**config.mk**
```make
export PLATFORM = sky130hd
export DESIGN_NAME = exec_top
export DESIGN_NICKNAME = d
export VERILOG_FILES = /design/src/logic/exec_pkg.sv /design/src/logic/rv_isa_pkg.sv /design/src/logic/decode_if.sv /design/src/logic/mul_if.sv /design/src/logic/branch_unit.sv /design/src/logic/exec_top.sv /design/src/logic/instr_decoder.sv /design/src/logic/int_alu.sv /design/src/logic/mul_unit.sv /design/src/logic/retire_ctrl.sv
export SDC_FILE = /design/constraint.sdc
export NUM_CORES = 2
export LEC_CHECK = 0
export BUFFER_PORTS_ARGS = -buffer_cell sky130_fd_sc_hd__buf_2
export CAP_MARGIN = 30
export CORE_MARGIN = 5
export CORE_UTILIZATION = 50
export CTS_BUF_LIST = sky130_fd_sc_hd__clkbuf_2
export DETAILED_ROUTE_END_ITERATION = 8
export PLACE_DENSITY = 0.75
export SYNTH_ARGS = -nofsm -noshare
export SYNTH_HDL_FRONTEND = slang
export SYNTH_SLANG_ARGS = --single-unit
```
**constraint.sdc**
```tcl
create_clock -name clk -period 12.8 [get_ports clk]
set_input_delay 0 -clock clk [delete_from_list [all_inputs] [get_ports clk]]
set_output_delay 0 -clock clk [all_outputs]
set_load 0.005 [all_outputs]
```
**src/logic/exec_pkg.sv**
```systemverilog
package exec_pkg;

    typedef enum logic [2:0] {
        CLS_ALU,
        CLS_BRANCH,
        CLS_JAL,
        CLS_JALR,
        CLS_LUI,
        CLS_AUIPC,
        CLS_MUL,
        CLS_ILLEGAL
    } op_class_e;

    typedef enum logic [2:0] {
        WB_ALU,
        WB_PC_PLUS_4,
        WB_UPPER_IMM,
        WB_AUIPC_SUM,
        WB_MUL_LOW,
        WB_MUL_HIGH
    } wb_sel_e;

    // Encoded as funct3[1:0] of the multiply instructions
    typedef enum logic [1:0] {
        MK_MUL,
        MK_MULH,
        MK_MULHSU,
        MK_MULHU
    } mul_kind_e;

    localparam int MUL_BITS_PER_CYCLE_DEFAULT = 4;

endpackage

```
**src/logic/rv_isa_pkg.sv**
```systemverilog
package rv_isa_pkg;

    localparam int XLEN = 32;

    // Major opcodes handled by the execute stage
    localparam logic [6:0] OPC_OP     = 7'b0110011;
    localparam logic [6:0] OPC_OP_IMM = 7'b0010011;
    localparam logic [6:0] OPC_BRANCH = 7'b1100011;
    localparam logic [6:0] OPC_JAL    = 7'b1101111;
    localparam logic [6:0] OPC_JALR   = 7'b1100111;
    localparam logic [6:0] OPC_LUI    = 7'b0110111;
    localparam logic [6:0] OPC_AUIPC  = 7'b0010111;

    localparam logic [6:0] FUNCT7_MULDIV = 7'b0000001;
    // Selects sub and sra
    localparam logic [6:0] FUNCT7_ALT    = 7'b0100000;

    typedef struct packed {
        logic [6:0] funct7;
        logic [4:0] rs2;
        logic [4:0] rs1;
        logic [2:0] funct3;
        logic [4:0] rd;
        logic [6:0] opcode;
    } r_fmt_t;

    typedef struct packed {
        logic [11:0] imm12;
        logic [4:0]  rs1;
        logic [2:0]  funct3;
        logic [4:0]  rd;
        logic [6:0]  opcode;
    } i_fmt_t;

    typedef struct packed {
        logic [19:0] imm20;
        logic [4:0]  rd;
        logic [6:0]  opcode;
    } u_fmt_t;

    // Same instruction word, viewed per encoding format
    typedef union packed {
        r_fmt_t r_fmt;
        i_fmt_t i_fmt;
        u_fmt_t u_fmt;
    } instr_t;

endpackage

```
**src/logic/decode_if.sv**
```systemverilog
`timescale 1ns/10ps

interface decode_if import rv_isa_pkg::*, exec_pkg::*; ();

    op_class_e       op_class;
    logic [2:0]      funct3;
    logic            alt;
    logic [XLEN-1:0] imm;
    logic            is_imm;
    mul_kind_e       mul_kind;
    logic [4:0]      rd;

    modport dec (
        output op_class, funct3, alt, imm, is_imm, mul_kind, rd
    );

    // Read side for the ALU, branch unit and retire control
    modport user (
        input op_class, funct3, alt, imm, is_imm, mul_kind, rd
    );

endinterface

```
**src/logic/mul_if.sv**
```systemverilog
`timescale 1ns/10ps

interface mul_if import rv_isa_pkg::*, exec_pkg::*; ();

    logic            start;
    mul_kind_e       kind;
    logic [XLEN-1:0] a;
    logic [XLEN-1:0] b;
    logic            busy;
    logic            done;
    logic [63:0]     product;

    modport req  (output start, kind, a, b, input busy, done, product);

    // Start only taken while busy is low
    modport unit (input start, kind, a, b, output busy, done, product);

endinterface

```
**src/logic/branch_unit.sv**
```systemverilog
`timescale 1ns/10ps

module branch_unit import rv_isa_pkg::*, exec_pkg::*; (
    input  logic [XLEN-1:0] pc,
    input  logic [XLEN-1:0] rs1_data,
    input  logic [XLEN-1:0] rs2_data,
    decode_if.user          dec,
    output logic            taken,
    output logic [XLEN-1:0] target
);

    logic            cond;
    logic [XLEN-1:0] jalr_sum;

    always_comb begin
        case (dec.funct3)
            3'b000:  cond = (rs1_data == rs2_data);
            3'b001:  cond = (rs1_data != rs2_data);
            3'b100:  cond = ($signed(rs1_data) < $signed(rs2_data));
            3'b101:  cond = ($signed(rs1_data) >= $signed(rs2_data));
            3'b110:  cond = (rs1_data < rs2_data);
            3'b111:  cond = (rs1_data >= rs2_data);
            default: cond = 1'b0;
        endcase
    end

    always_comb begin
        case (dec.op_class)
            CLS_BRANCH:        taken = cond;
            CLS_JAL, CLS_JALR: taken = 1'b1;
            default:           taken = 1'b0;
        endcase
    end

    // Jalr target has bit 0 cleared
    assign jalr_sum = rs1_data + dec.imm;
    assign target   = (dec.op_class == CLS_JALR) ? {jalr_sum[XLEN-1:1], 1'b0} : pc + dec.imm;

endmodule

```
**src/logic/exec_top.sv**
```systemverilog
`timescale 1ns/10ps

module exec_top import rv_isa_pkg::*, exec_pkg::*; #(
    parameter int MUL_BITS_PER_CYCLE = MUL_BITS_PER_CYCLE_DEFAULT
) (
    input  logic            clk,
    input  logic            rst_n,
    input  logic            instr_valid,
    input  logic [XLEN-1:0] instr,
    input  logic [XLEN-1:0] pc,
    input  logic [XLEN-1:0] rs1_data,
    input  logic [XLEN-1:0] rs2_data,
    output logic            instr_ready,
    output logic [4:0]      rd_addr,
    output logic [XLEN-1:0] rd_wdata,
    output logic            rd_write,
    output logic            branch_taken,
    output logic [XLEN-1:0] branch_target,
    output logic            illegal
);

    logic [XLEN-1:0] alu_result;
    logic            br_taken;
    logic [XLEN-1:0] br_target;

    decode_if dec_bus ();
    mul_if    mul_bus ();

    instr_decoder decoder (
        .instr (instr),
        .dec   (dec_bus)
    );

    int_alu alu (
        .rs1_data (rs1_data),
        .rs2_data (rs2_data),
        .dec      (dec_bus),
        .result   (alu_result)
    );

    branch_unit branch (
        .pc       (pc),
        .rs1_data (rs1_data),
        .rs2_data (rs2_data),
        .dec      (dec_bus),
        .taken    (br_taken),
        .target   (br_target)
    );

    mul_unit #(
        .MUL_BITS_PER_CYCLE (MUL_BITS_PER_CYCLE)
    ) multiplier (
        .clk   (clk),
        .rst_n (rst_n),
        .mul   (mul_bus)
    );

    retire_ctrl retire (
        .clk         (clk),
        .rst_n       (rst_n),
        .instr_valid (instr_valid),
        .dec         (dec_bus),
        .mul         (mul_bus),
        .pc          (pc),
        .rs1_data    (rs1_data),
        .rs2_data    (rs2_data),
        .alu_result  (alu_result),
        .instr_ready (instr_ready),
        .rd_addr     (rd_addr),
        .rd_wdata    (rd_wdata),
        .rd_write    (rd_write)
    );

    assign branch_taken  = instr_valid && br_taken;
    assign branch_target = instr_valid ? br_target : '0;
    assign illegal       = instr_valid && (dec_bus.op_class == CLS_ILLEGAL);

endmodule

```
**src/logic/instr_decoder.sv**
```systemverilog
`timescale 1ns/10ps

module instr_decoder import rv_isa_pkg::*, exec_pkg::*; (
    input instr_t instr,
    decode_if.dec dec
);

    logic [6:0]      opcode;
    logic [6:0]      funct7;
    logic [2:0]      funct3;
    logic [XLEN-1:0] imm_i;
    logic [XLEN-1:0] imm_b;
    logic [XLEN-1:0] imm_j;
    logic [XLEN-1:0] imm_u;

    assign opcode = instr.r_fmt.opcode;
    assign funct7 = instr.r_fmt.funct7;
    assign funct3 = instr.r_fmt.funct3;

    assign imm_i = {{(XLEN-12){instr.i_fmt.imm12[11]}}, instr.i_fmt.imm12};
    assign imm_u = {instr.u_fmt.imm20, 12'h000};
    assign imm_b = {{(XLEN-12){funct7[6]}}, instr.r_fmt.rd[0], funct7[5:0],
                    instr.r_fmt.rd[4:1], 1'b0};
    // J immediate bits are scattered over the U field
    assign imm_j = {{(XLEN-20){instr.u_fmt.imm20[19]}}, instr.u_fmt.imm20[7:0],
                    instr.u_fmt.imm20[8], instr.u_fmt.imm20[18:9], 1'b0};

    always_comb begin
        case (opcode)
            OPC_OP: begin
                if (funct7 == 7'b0) begin
                    dec.op_class = CLS_ALU;
                end else if (funct7 == FUNCT7_ALT && (funct3 == 3'b000 || funct3 == 3'b101)) begin
                    dec.op_class = CLS_ALU;
                end else if (funct7 == FUNCT7_MULDIV && !funct3[2]) begin
                    dec.op_class = CLS_MUL;
                end else begin
                    // Divide and remainder land here too
                    dec.op_class = CLS_ILLEGAL;
                end
            end
            OPC_OP_IMM: begin
                if (funct3 == 3'b001 && funct7 != 7'b0) begin
                    dec.op_class = CLS_ILLEGAL;
                end else if (funct3 == 3'b101 && funct7 != 7'b0 && funct7 != FUNCT7_ALT) begin
                    dec.op_class = CLS_ILLEGAL;
                end else begin
                    dec.op_class = CLS_ALU;
                end
            end
            OPC_BRANCH: begin
                dec.op_class = (funct3[2:1] == 2'b01) ? CLS_ILLEGAL : CLS_BRANCH;
            end
            OPC_JAL:   dec.op_class = CLS_JAL;
            OPC_JALR:  dec.op_class = (funct3 == 3'b000) ? CLS_JALR : CLS_ILLEGAL;
            OPC_LUI:   dec.op_class = CLS_LUI;
            OPC_AUIPC: dec.op_class = CLS_AUIPC;
            default:   dec.op_class = CLS_ILLEGAL;
        endcase
    end

    always_comb begin
        case (opcode)
            OPC_BRANCH:           dec.imm = imm_b;
            OPC_JAL:              dec.imm = imm_j;
            OPC_LUI, OPC_AUIPC:   dec.imm = imm_u;
            default:              dec.imm = imm_i;
        endcase
    end

    assign dec.funct3   = funct3;
    assign dec.alt      = funct7[5];
    assign dec.is_imm   = (opcode == OPC_OP_IMM);
    assign dec.mul_kind = mul_kind_e'(funct3[1:0]);
    assign dec.rd       = instr.r_fmt.rd;

endmodule

```
**src/logic/int_alu.sv**
```systemverilog
`timescale 1ns/10ps

module int_alu import rv_isa_pkg::*; (
    input  logic [XLEN-1:0] rs1_data,
    input  logic [XLEN-1:0] rs2_data,
    decode_if.user          dec,
    output logic [XLEN-1:0] result
);

    localparam int SHW = $clog2(XLEN);

    logic [XLEN-1:0] op_b;
    logic [SHW-1:0]  shamt;

    assign op_b  = dec.is_imm ? dec.imm : rs2_data;
    assign shamt = op_b[SHW-1:0];

    always_comb begin
        case (dec.funct3)
            3'b000: begin
                // Immediate form has no subtract
                if (dec.alt && !dec.is_imm) begin
                    result = rs1_data - op_b;
                end else begin
                    result = rs1_data + op_b;
                end
            end
            3'b001: result = rs1_data << shamt;
            3'b010: result = {{(XLEN-1){1'b0}}, $signed(rs1_data) < $signed(op_b)};
            3'b011: result = {{(XLEN-1){1'b0}}, rs1_data < op_b};
            3'b100: result = rs1_data ^ op_b;
            3'b101: begin
                if (dec.alt) begin
                    result = $signed(rs1_data) >>> shamt;
                end else begin
                    result = rs1_data >> shamt;
                end
            end
            3'b110: result = rs1_data | op_b;
            default: result = rs1_data & op_b;
        endcase
    end

endmodule

```
**src/logic/mul_unit.sv**
```systemverilog
`timescale 1ns/10ps

module mul_unit import rv_isa_pkg::*, exec_pkg::*; #(
    parameter int MUL_BITS_PER_CYCLE = MUL_BITS_PER_CYCLE_DEFAULT
) (
    input logic  clk,
    input logic  rst_n,
    mul_if.unit  mul
);

    localparam int STEPS = XLEN / MUL_BITS_PER_CYCLE;
    localparam int CNT_W = $clog2(STEPS + 1);

    logic              busy;
    logic              done;
    logic [CNT_W-1:0]  count;
    logic              last_step;
    logic              take;
    logic              neg_in;
    logic [XLEN-1:0]   mag_a;
    logic [XLEN-1:0]   mag_b;
    logic [2*XLEN-1:0] ma;
    logic [XLEN-1:0]   mb;
    logic [2*XLEN-1:0] acc;
    logic [2*XLEN-1:0] partial;
    logic [2*XLEN-1:0] acc_next;
    logic              neg;
    logic [63:0]       product;

    assign take      = mul.start && !busy;
    assign last_step = (count == CNT_W'(STEPS - 1));

    // Magnitudes for the unsigned core, sign restored at the end
    always_comb begin
        mag_a  = mul.a;
        mag_b  = mul.b;
        neg_in = 1'b0;
        case (mul.kind)
            MK_MUL, MK_MULH: begin
                mag_a  = mul.a[XLEN-1] ? -mul.a : mul.a;
                mag_b  = mul.b[XLEN-1] ? -mul.b : mul.b;
                neg_in = mul.a[XLEN-1] ^ mul.b[XLEN-1];
            end
            MK_MULHSU: begin
                mag_a  = mul.a[XLEN-1] ? -mul.a : mul.a;
                neg_in = mul.a[XLEN-1];
            end
            default: neg_in = 1'b0;
        endcase
    end

    always_comb begin
        partial = '0;
        for (int i = 0; i < MUL_BITS_PER_CYCLE; i++) begin
            if (mb[i]) begin
                partial = partial + (ma << i);
            end
        end
    end

    assign acc_next = acc + partial;

    always_ff @(posedge clk) begin
        if (!rst_n) begin
            busy  <= 1'b0;
            done  <= 1'b0;
            count <= '0;
        end else begin
            done <= 1'b0;
            if (take) begin
                busy  <= 1'b1;
                count <= '0;
            end else if (busy) begin
                count <= count + 1'b1;
                if (last_step) begin
                    busy <= 1'b0;
                    done <= 1'b1;
                end
            end
        end
    end

    always_ff @(posedge clk) begin
        if (take) begin
            ma  <= {{XLEN{1'b0}}, mag_a};
            mb  <= mag_b;
            acc <= '0;
            neg <= neg_in;
        end else if (busy) begin
            ma  <= ma << MUL_BITS_PER_CYCLE;
            mb  <= mb >> MUL_BITS_PER_CYCLE;
            acc <= acc_next;
            // Held until the next start
            if (last_step) begin
                product <= neg ? -acc_next : acc_next;
            end
        end
    end

    assign mul.busy    = busy;
    assign mul.done    = done;
    assign mul.product = product;

endmodule

```
**src/logic/retire_ctrl.sv**
```systemverilog
`timescale 1ns/10ps

module retire_ctrl import rv_isa_pkg::*, exec_pkg::*; (
    input  logic            clk,
    input  logic            rst_n,
    input  logic            instr_valid,
    decode_if.user          dec,
    mul_if.req              mul,
    input  logic [XLEN-1:0] pc,
    input  logic [XLEN-1:0] rs1_data,
    input  logic [XLEN-1:0] rs2_data,
    input  logic [XLEN-1:0] alu_result,
    output logic            instr_ready,
    output logic [4:0]      rd_addr,
    output logic [XLEN-1:0] rd_wdata,
    output logic            rd_write
);

    logic    is_mul;
    logic    mul_started;
    logic    writes_reg;
    wb_sel_e wb_sel;

    assign is_mul = (dec.op_class == CLS_MUL);

    // One start per multiply, first valid cycle only
    assign mul.start = instr_valid && is_mul && !mul_started && !mul.busy;
    assign mul.kind  = dec.mul_kind;
    assign mul.a     = rs1_data;
    assign mul.b     = rs2_data;

    always_ff @(posedge clk) begin
        if (!rst_n) begin
            mul_started <= 1'b0;
        end else if (mul.done) begin
            mul_started <= 1'b0;
        end else if (mul.start) begin
            mul_started <= 1'b1;
        end
    end

    assign instr_ready = instr_valid && (!is_mul || mul.done);

    always_comb begin
        writes_reg = 1'b1;
        case (dec.op_class)
            CLS_ALU:           wb_sel = WB_ALU;
            CLS_JAL, CLS_JALR: wb_sel = WB_PC_PLUS_4;
            CLS_LUI:           wb_sel = WB_UPPER_IMM;
            CLS_AUIPC:         wb_sel = WB_AUIPC_SUM;
            CLS_MUL:           wb_sel = (dec.mul_kind == MK_MUL) ? WB_MUL_LOW : WB_MUL_HIGH;
            default: begin
                wb_sel     = WB_ALU;
                writes_reg = 1'b0;
            end
        endcase
    end

    always_comb begin
        case (wb_sel)
            WB_PC_PLUS_4: rd_wdata = pc + XLEN'(4);
            WB_UPPER_IMM: rd_wdata = dec.imm;
            WB_AUIPC_SUM: rd_wdata = pc + dec.imm;
            WB_MUL_LOW:   rd_wdata = mul.product[XLEN-1:0];
            WB_MUL_HIGH:  rd_wdata = mul.product[2*XLEN-1:XLEN];
            default:      rd_wdata = alu_result;
        endcase
    end

    // x0 is never written
    assign rd_addr  = dec.rd;
    assign rd_write = instr_valid && instr_ready && writes_reg && (dec.rd != 5'd0);

endmodule

```
==> impl_metrics.yaml <==
detailed_routing:
  routedWlPerCell_um: 26.36
  routed_via_density: 6.648
  final_antenna_net_count: 0
  drc: 2
  vias: 47150
  first_iter_violations: 5269
  drt-total-wl_um: 187000
  first_pass_iters: 9
sta:
  final-hold-violation-count: 0
  fmax_ghz: 0.08321
  tightest_slew_ns: 1.235
  setup_ws_ns: 0.7823
  slew_viol_final: 0
  worst_clock_skew_ns: 0.1269
  rsz0062_at_grt: "false"
  relSlewSlack_pct: 17.66
  fin_hold_ws_ns: 0.1299
  period_share_pct: 93.89
  setup_tns_ns: 0
  period_needed_ns: 12.02
  setup_viol: 0
clock_network:
  clkLatencyLatePin_ns: 1.17
  cts_buffer_depth: 3
  clk_pin_slew_worst_paths_ns: 0.09
  cts_buffers: 69
  clock-sinks: 232
  clockRootBuffer: "clkbuf_2"
  post_cts_buffers: 0
  cts_tree: "done"
  h-tree-depth: 3
power:
  p_switching_uw: 2456
  seqPwrFrac_pct: 21.4
  clkPwrFrac_pct: 12.6
  total_leakage_power_uw: 0.02085
  p_sw_share_pct: 51.57
  power_uw: 4762
  p_int_uw: 2307
  pwr-share-comb_pct: 66.0
  vdd_drop_max_mv: 0.07142
  p_per_area_nw_per_um2: 104.2
floorplan:
  io_pins: 204
  dieHeight_um: 299.7
  die_area_um2: 89840
  core_area_um2: 83420
  die_x_um: 299.7
  rows: 106
  start_util_pct: 50.31
yosys:
  post_synth.cell_area_avg_um2: 7.228
  ys_seq_area_share_pct: 14.14
  netlist_instances: 5807
  synth_top_area_share_pct: 13.24
  synth_edf_count: 129
  syn_nets: 6390
  synth_ff_type: "edfxtp_1"
  yosysWarnings: 0
  synth_top_family_by_area: "compound AO/OA/AOI/OAI gates"
  synth_compound_area_share_pct: 31.77
  synth_area_um2: 41970
  synth-xor-area-share_pct: 10.18
  yosys.area.top_type: "ha_1"
  post_synth_fa_ha_maj_area_fraction_pct: 13.64
  async_flop_share_pct: 0
  synthTopCellsByArea: "ha_1 13%, edfxtp_1 9.2%, a21oi_1 7.0%, xnor2_1 6.9%, nand2_1 6.0%"
  synth_seq_cells: 232
  synth_cell_type_count: 105
  muxShareOfSynthArea_pct: 4.853
  synth-simple-area-share_pct: 19.96
worst_setup_path:
  cp_top_family: "compound AO/OA/AOI/OAI gates"
  max_stage_delay_ns: 0.54
  crit_path_top_delay_cell: "a311oi_1"
  r2r_start: "multiplier.ma[2]"
  path_class: "reg -> reg"
  cp-endpoint: "multiplier.mul.product[63]"
  r2r_end: "multiplier.mul.product[63]"
  startpoint: "multiplier.ma[2]"
  end_kind: "flop"
  crit_buf_inv: 1
  r2r_slack_ns: 0.78
  critPathArrivalTime_ns: 12.90
  ff2ff_path_depth: 52
  path_depth: 52
  cp.required_ns: 13.69
  crit_path_max_fanout: 7
  startpoint_type: "flop"
global_routing:
  grt_use_total_pct: 39.19
  grt_pass1_wl_um: 274100
  grt_overflow: 0
  grt_pass1_vias: 44360
  antenna_found_initial: 2
  grt_max_degree: 90
min_path:
  hold_class: "in -> reg"
status:
  outcome: "finished with violations"
  violations: "DRC"
place:
  dp_slack_ns: 0.6381
  globalplace.congestion: 1.050
  dp_hpwl_um: 143800
  portBuffers: 203
finish:
  final_common_cell: "nand2_1"
  post-route-util_pct: 54.77
  layout-drive-gt1-share_pct: 8.756
  fin_nets: 6539
  layout_common_cells: "669 x nand2_1, 584 x a21oi_1, 457 x nor2_1, 457 x o21ai_0, 444 x ha_1"
  areaGrowthSynthToFinish_pct: 8.869
  fillers: 8234
flow_run:
  drv_cap: 0
how the worst min path moves through the flow:
stage                 startpoint           endpoint  slack [ns]  cells after the start
finish              rs1_data[19]  multiplier.ma[20]        0.13                      6
detailed placement     instr[11]         rd_addr[4]        0.20                      2
CTS                 rs1_data[19]  multiplier.ma[20]        0.02                      6
global placement       instr[11]         rd_addr[4]        0.20                      2
floorplan               instr[7]         rd_addr[0]        0.08                      1
global route        rs1_data[19]  multiplier.ma[20]        0.06                      6
final cells by class:
cell class	count	area, um^2	area share (%)
Clock inverter	27	151.4	0.3313
Tap cell	1080	1351	2.957
Sequential cell	232	5937	12.99
Inverter	270	1013	2.218
Multi-Input combinational cell	4978	33800	73.97
Antenna cell	6	15.01	0.03286
Timing Repair Buffer	405	2949	6.454
Clock buffer	95	475.5	1.041
through the flow:
step / instances / area, um^2
after CTS: 7085 / 45610
after floorplan: 5807 / 41970
after global routing: 7092 / 45690
after global placement: 6814 / 43490
after detailed placement: 6816 / 43510
final: 7093 / 45690
what timing repair did:
item	in CTS	in global routing
setup endpoints to repair	0	12
hold endpoints to repair	72	0
gates resized for setup	0	3
hold buffers	147	0
layer usage:
layer / global-route usage [%] / part of all wire, %
met3: 6.975 / 9.2
met5: 0 / 0
met4: 25.74 / 8.2
met2: 63.87 / 45
met1: 47.60 / 38
state kept, by name (all words and copies together) (netlist names):
name,flops
multiplier.acc,64
multiplier.ma,64
multiplier.mul.product,64
multiplier.mb,32
multiplier.count,4
multiplier.mul.busy,1
multiplier.mul.done,1
multiplier.neg,1
retire.mul_started,1
power groups by stage:
stage	Combinational, uW	Clock (uW)	Sequential, uW
finish	3140	599	1020
floorplan	2140	0	993
CTS	3060	610	1020
detailed placement	3000	0	1030
global placement	2970	0	1030
global route	3370	655	1030
cell families after synthesis:
group | count (synthesis)
AO/OA/AOI/OAI | 2062
XOR/XNOR | 487
adder cells (fa/ha/maj) | 453
buffers and inverters | 597
flip-flops | 232
multiplexers | 190
AND/OR/NAND/NOR | 1786
synth_stat cells, types with 22 or more instances:
| cell type | number |
|---|---|
| a31oi_1 | 66 |
| a22o_1 | 89 |
| and2_1 | 56 |
| edfxtp_1 | 129 |
| a211oi_1 | 57 |
| ha_1 | 444 |
| nor3_1 | 81 |
| nand2b_1 | 57 |
| nor2_1 | 462 |
| xor2_1 | 157 |
| a21boi_0 | 35 |
| o21a_1 | 52 |
| nor2b_1 | 60 |
| clkbuf_1 | 269 |
| a41oi_1 | 23 |
| buf_1 | 29 |
| nand4_1 | 73 |
| a22oi_1 | 22 |
| buf_2 | 24 |
| nand3_1 | 111 |
| inv_1 | 262 |
| o22ai_1 | 29 |
| a221oi_1 | 28 |
| a21oi_1 | 585 |
| o211ai_1 | 61 |
| dfxtp_1 | 103 |
| and3_1 | 56 |
| o31ai_1 | 32 |
| or3_1 | 28 |
| nor4_1 | 28 |
| xnor2_1 | 329 |
| mux2i_1 | 109 |
| o21bai_1 | 61 |
| o21ai_0 | 457 |
| mux2_2 | 78 |
| nand2_1 | 670 |
| a21o_1 | 242 |
worst reg2reg max path, delay by kind of cell, from the launching register on:
family          cells  cell delay, ns
xor+xnor            6            0.81
buf+inv             1            0.17
compound gates     29            6.44
mux                 2            0.56
flops               1            0.53
fa+ha+maj           5            1.71
simple gates        9            1.59
(Power assumes the default switching activity.)
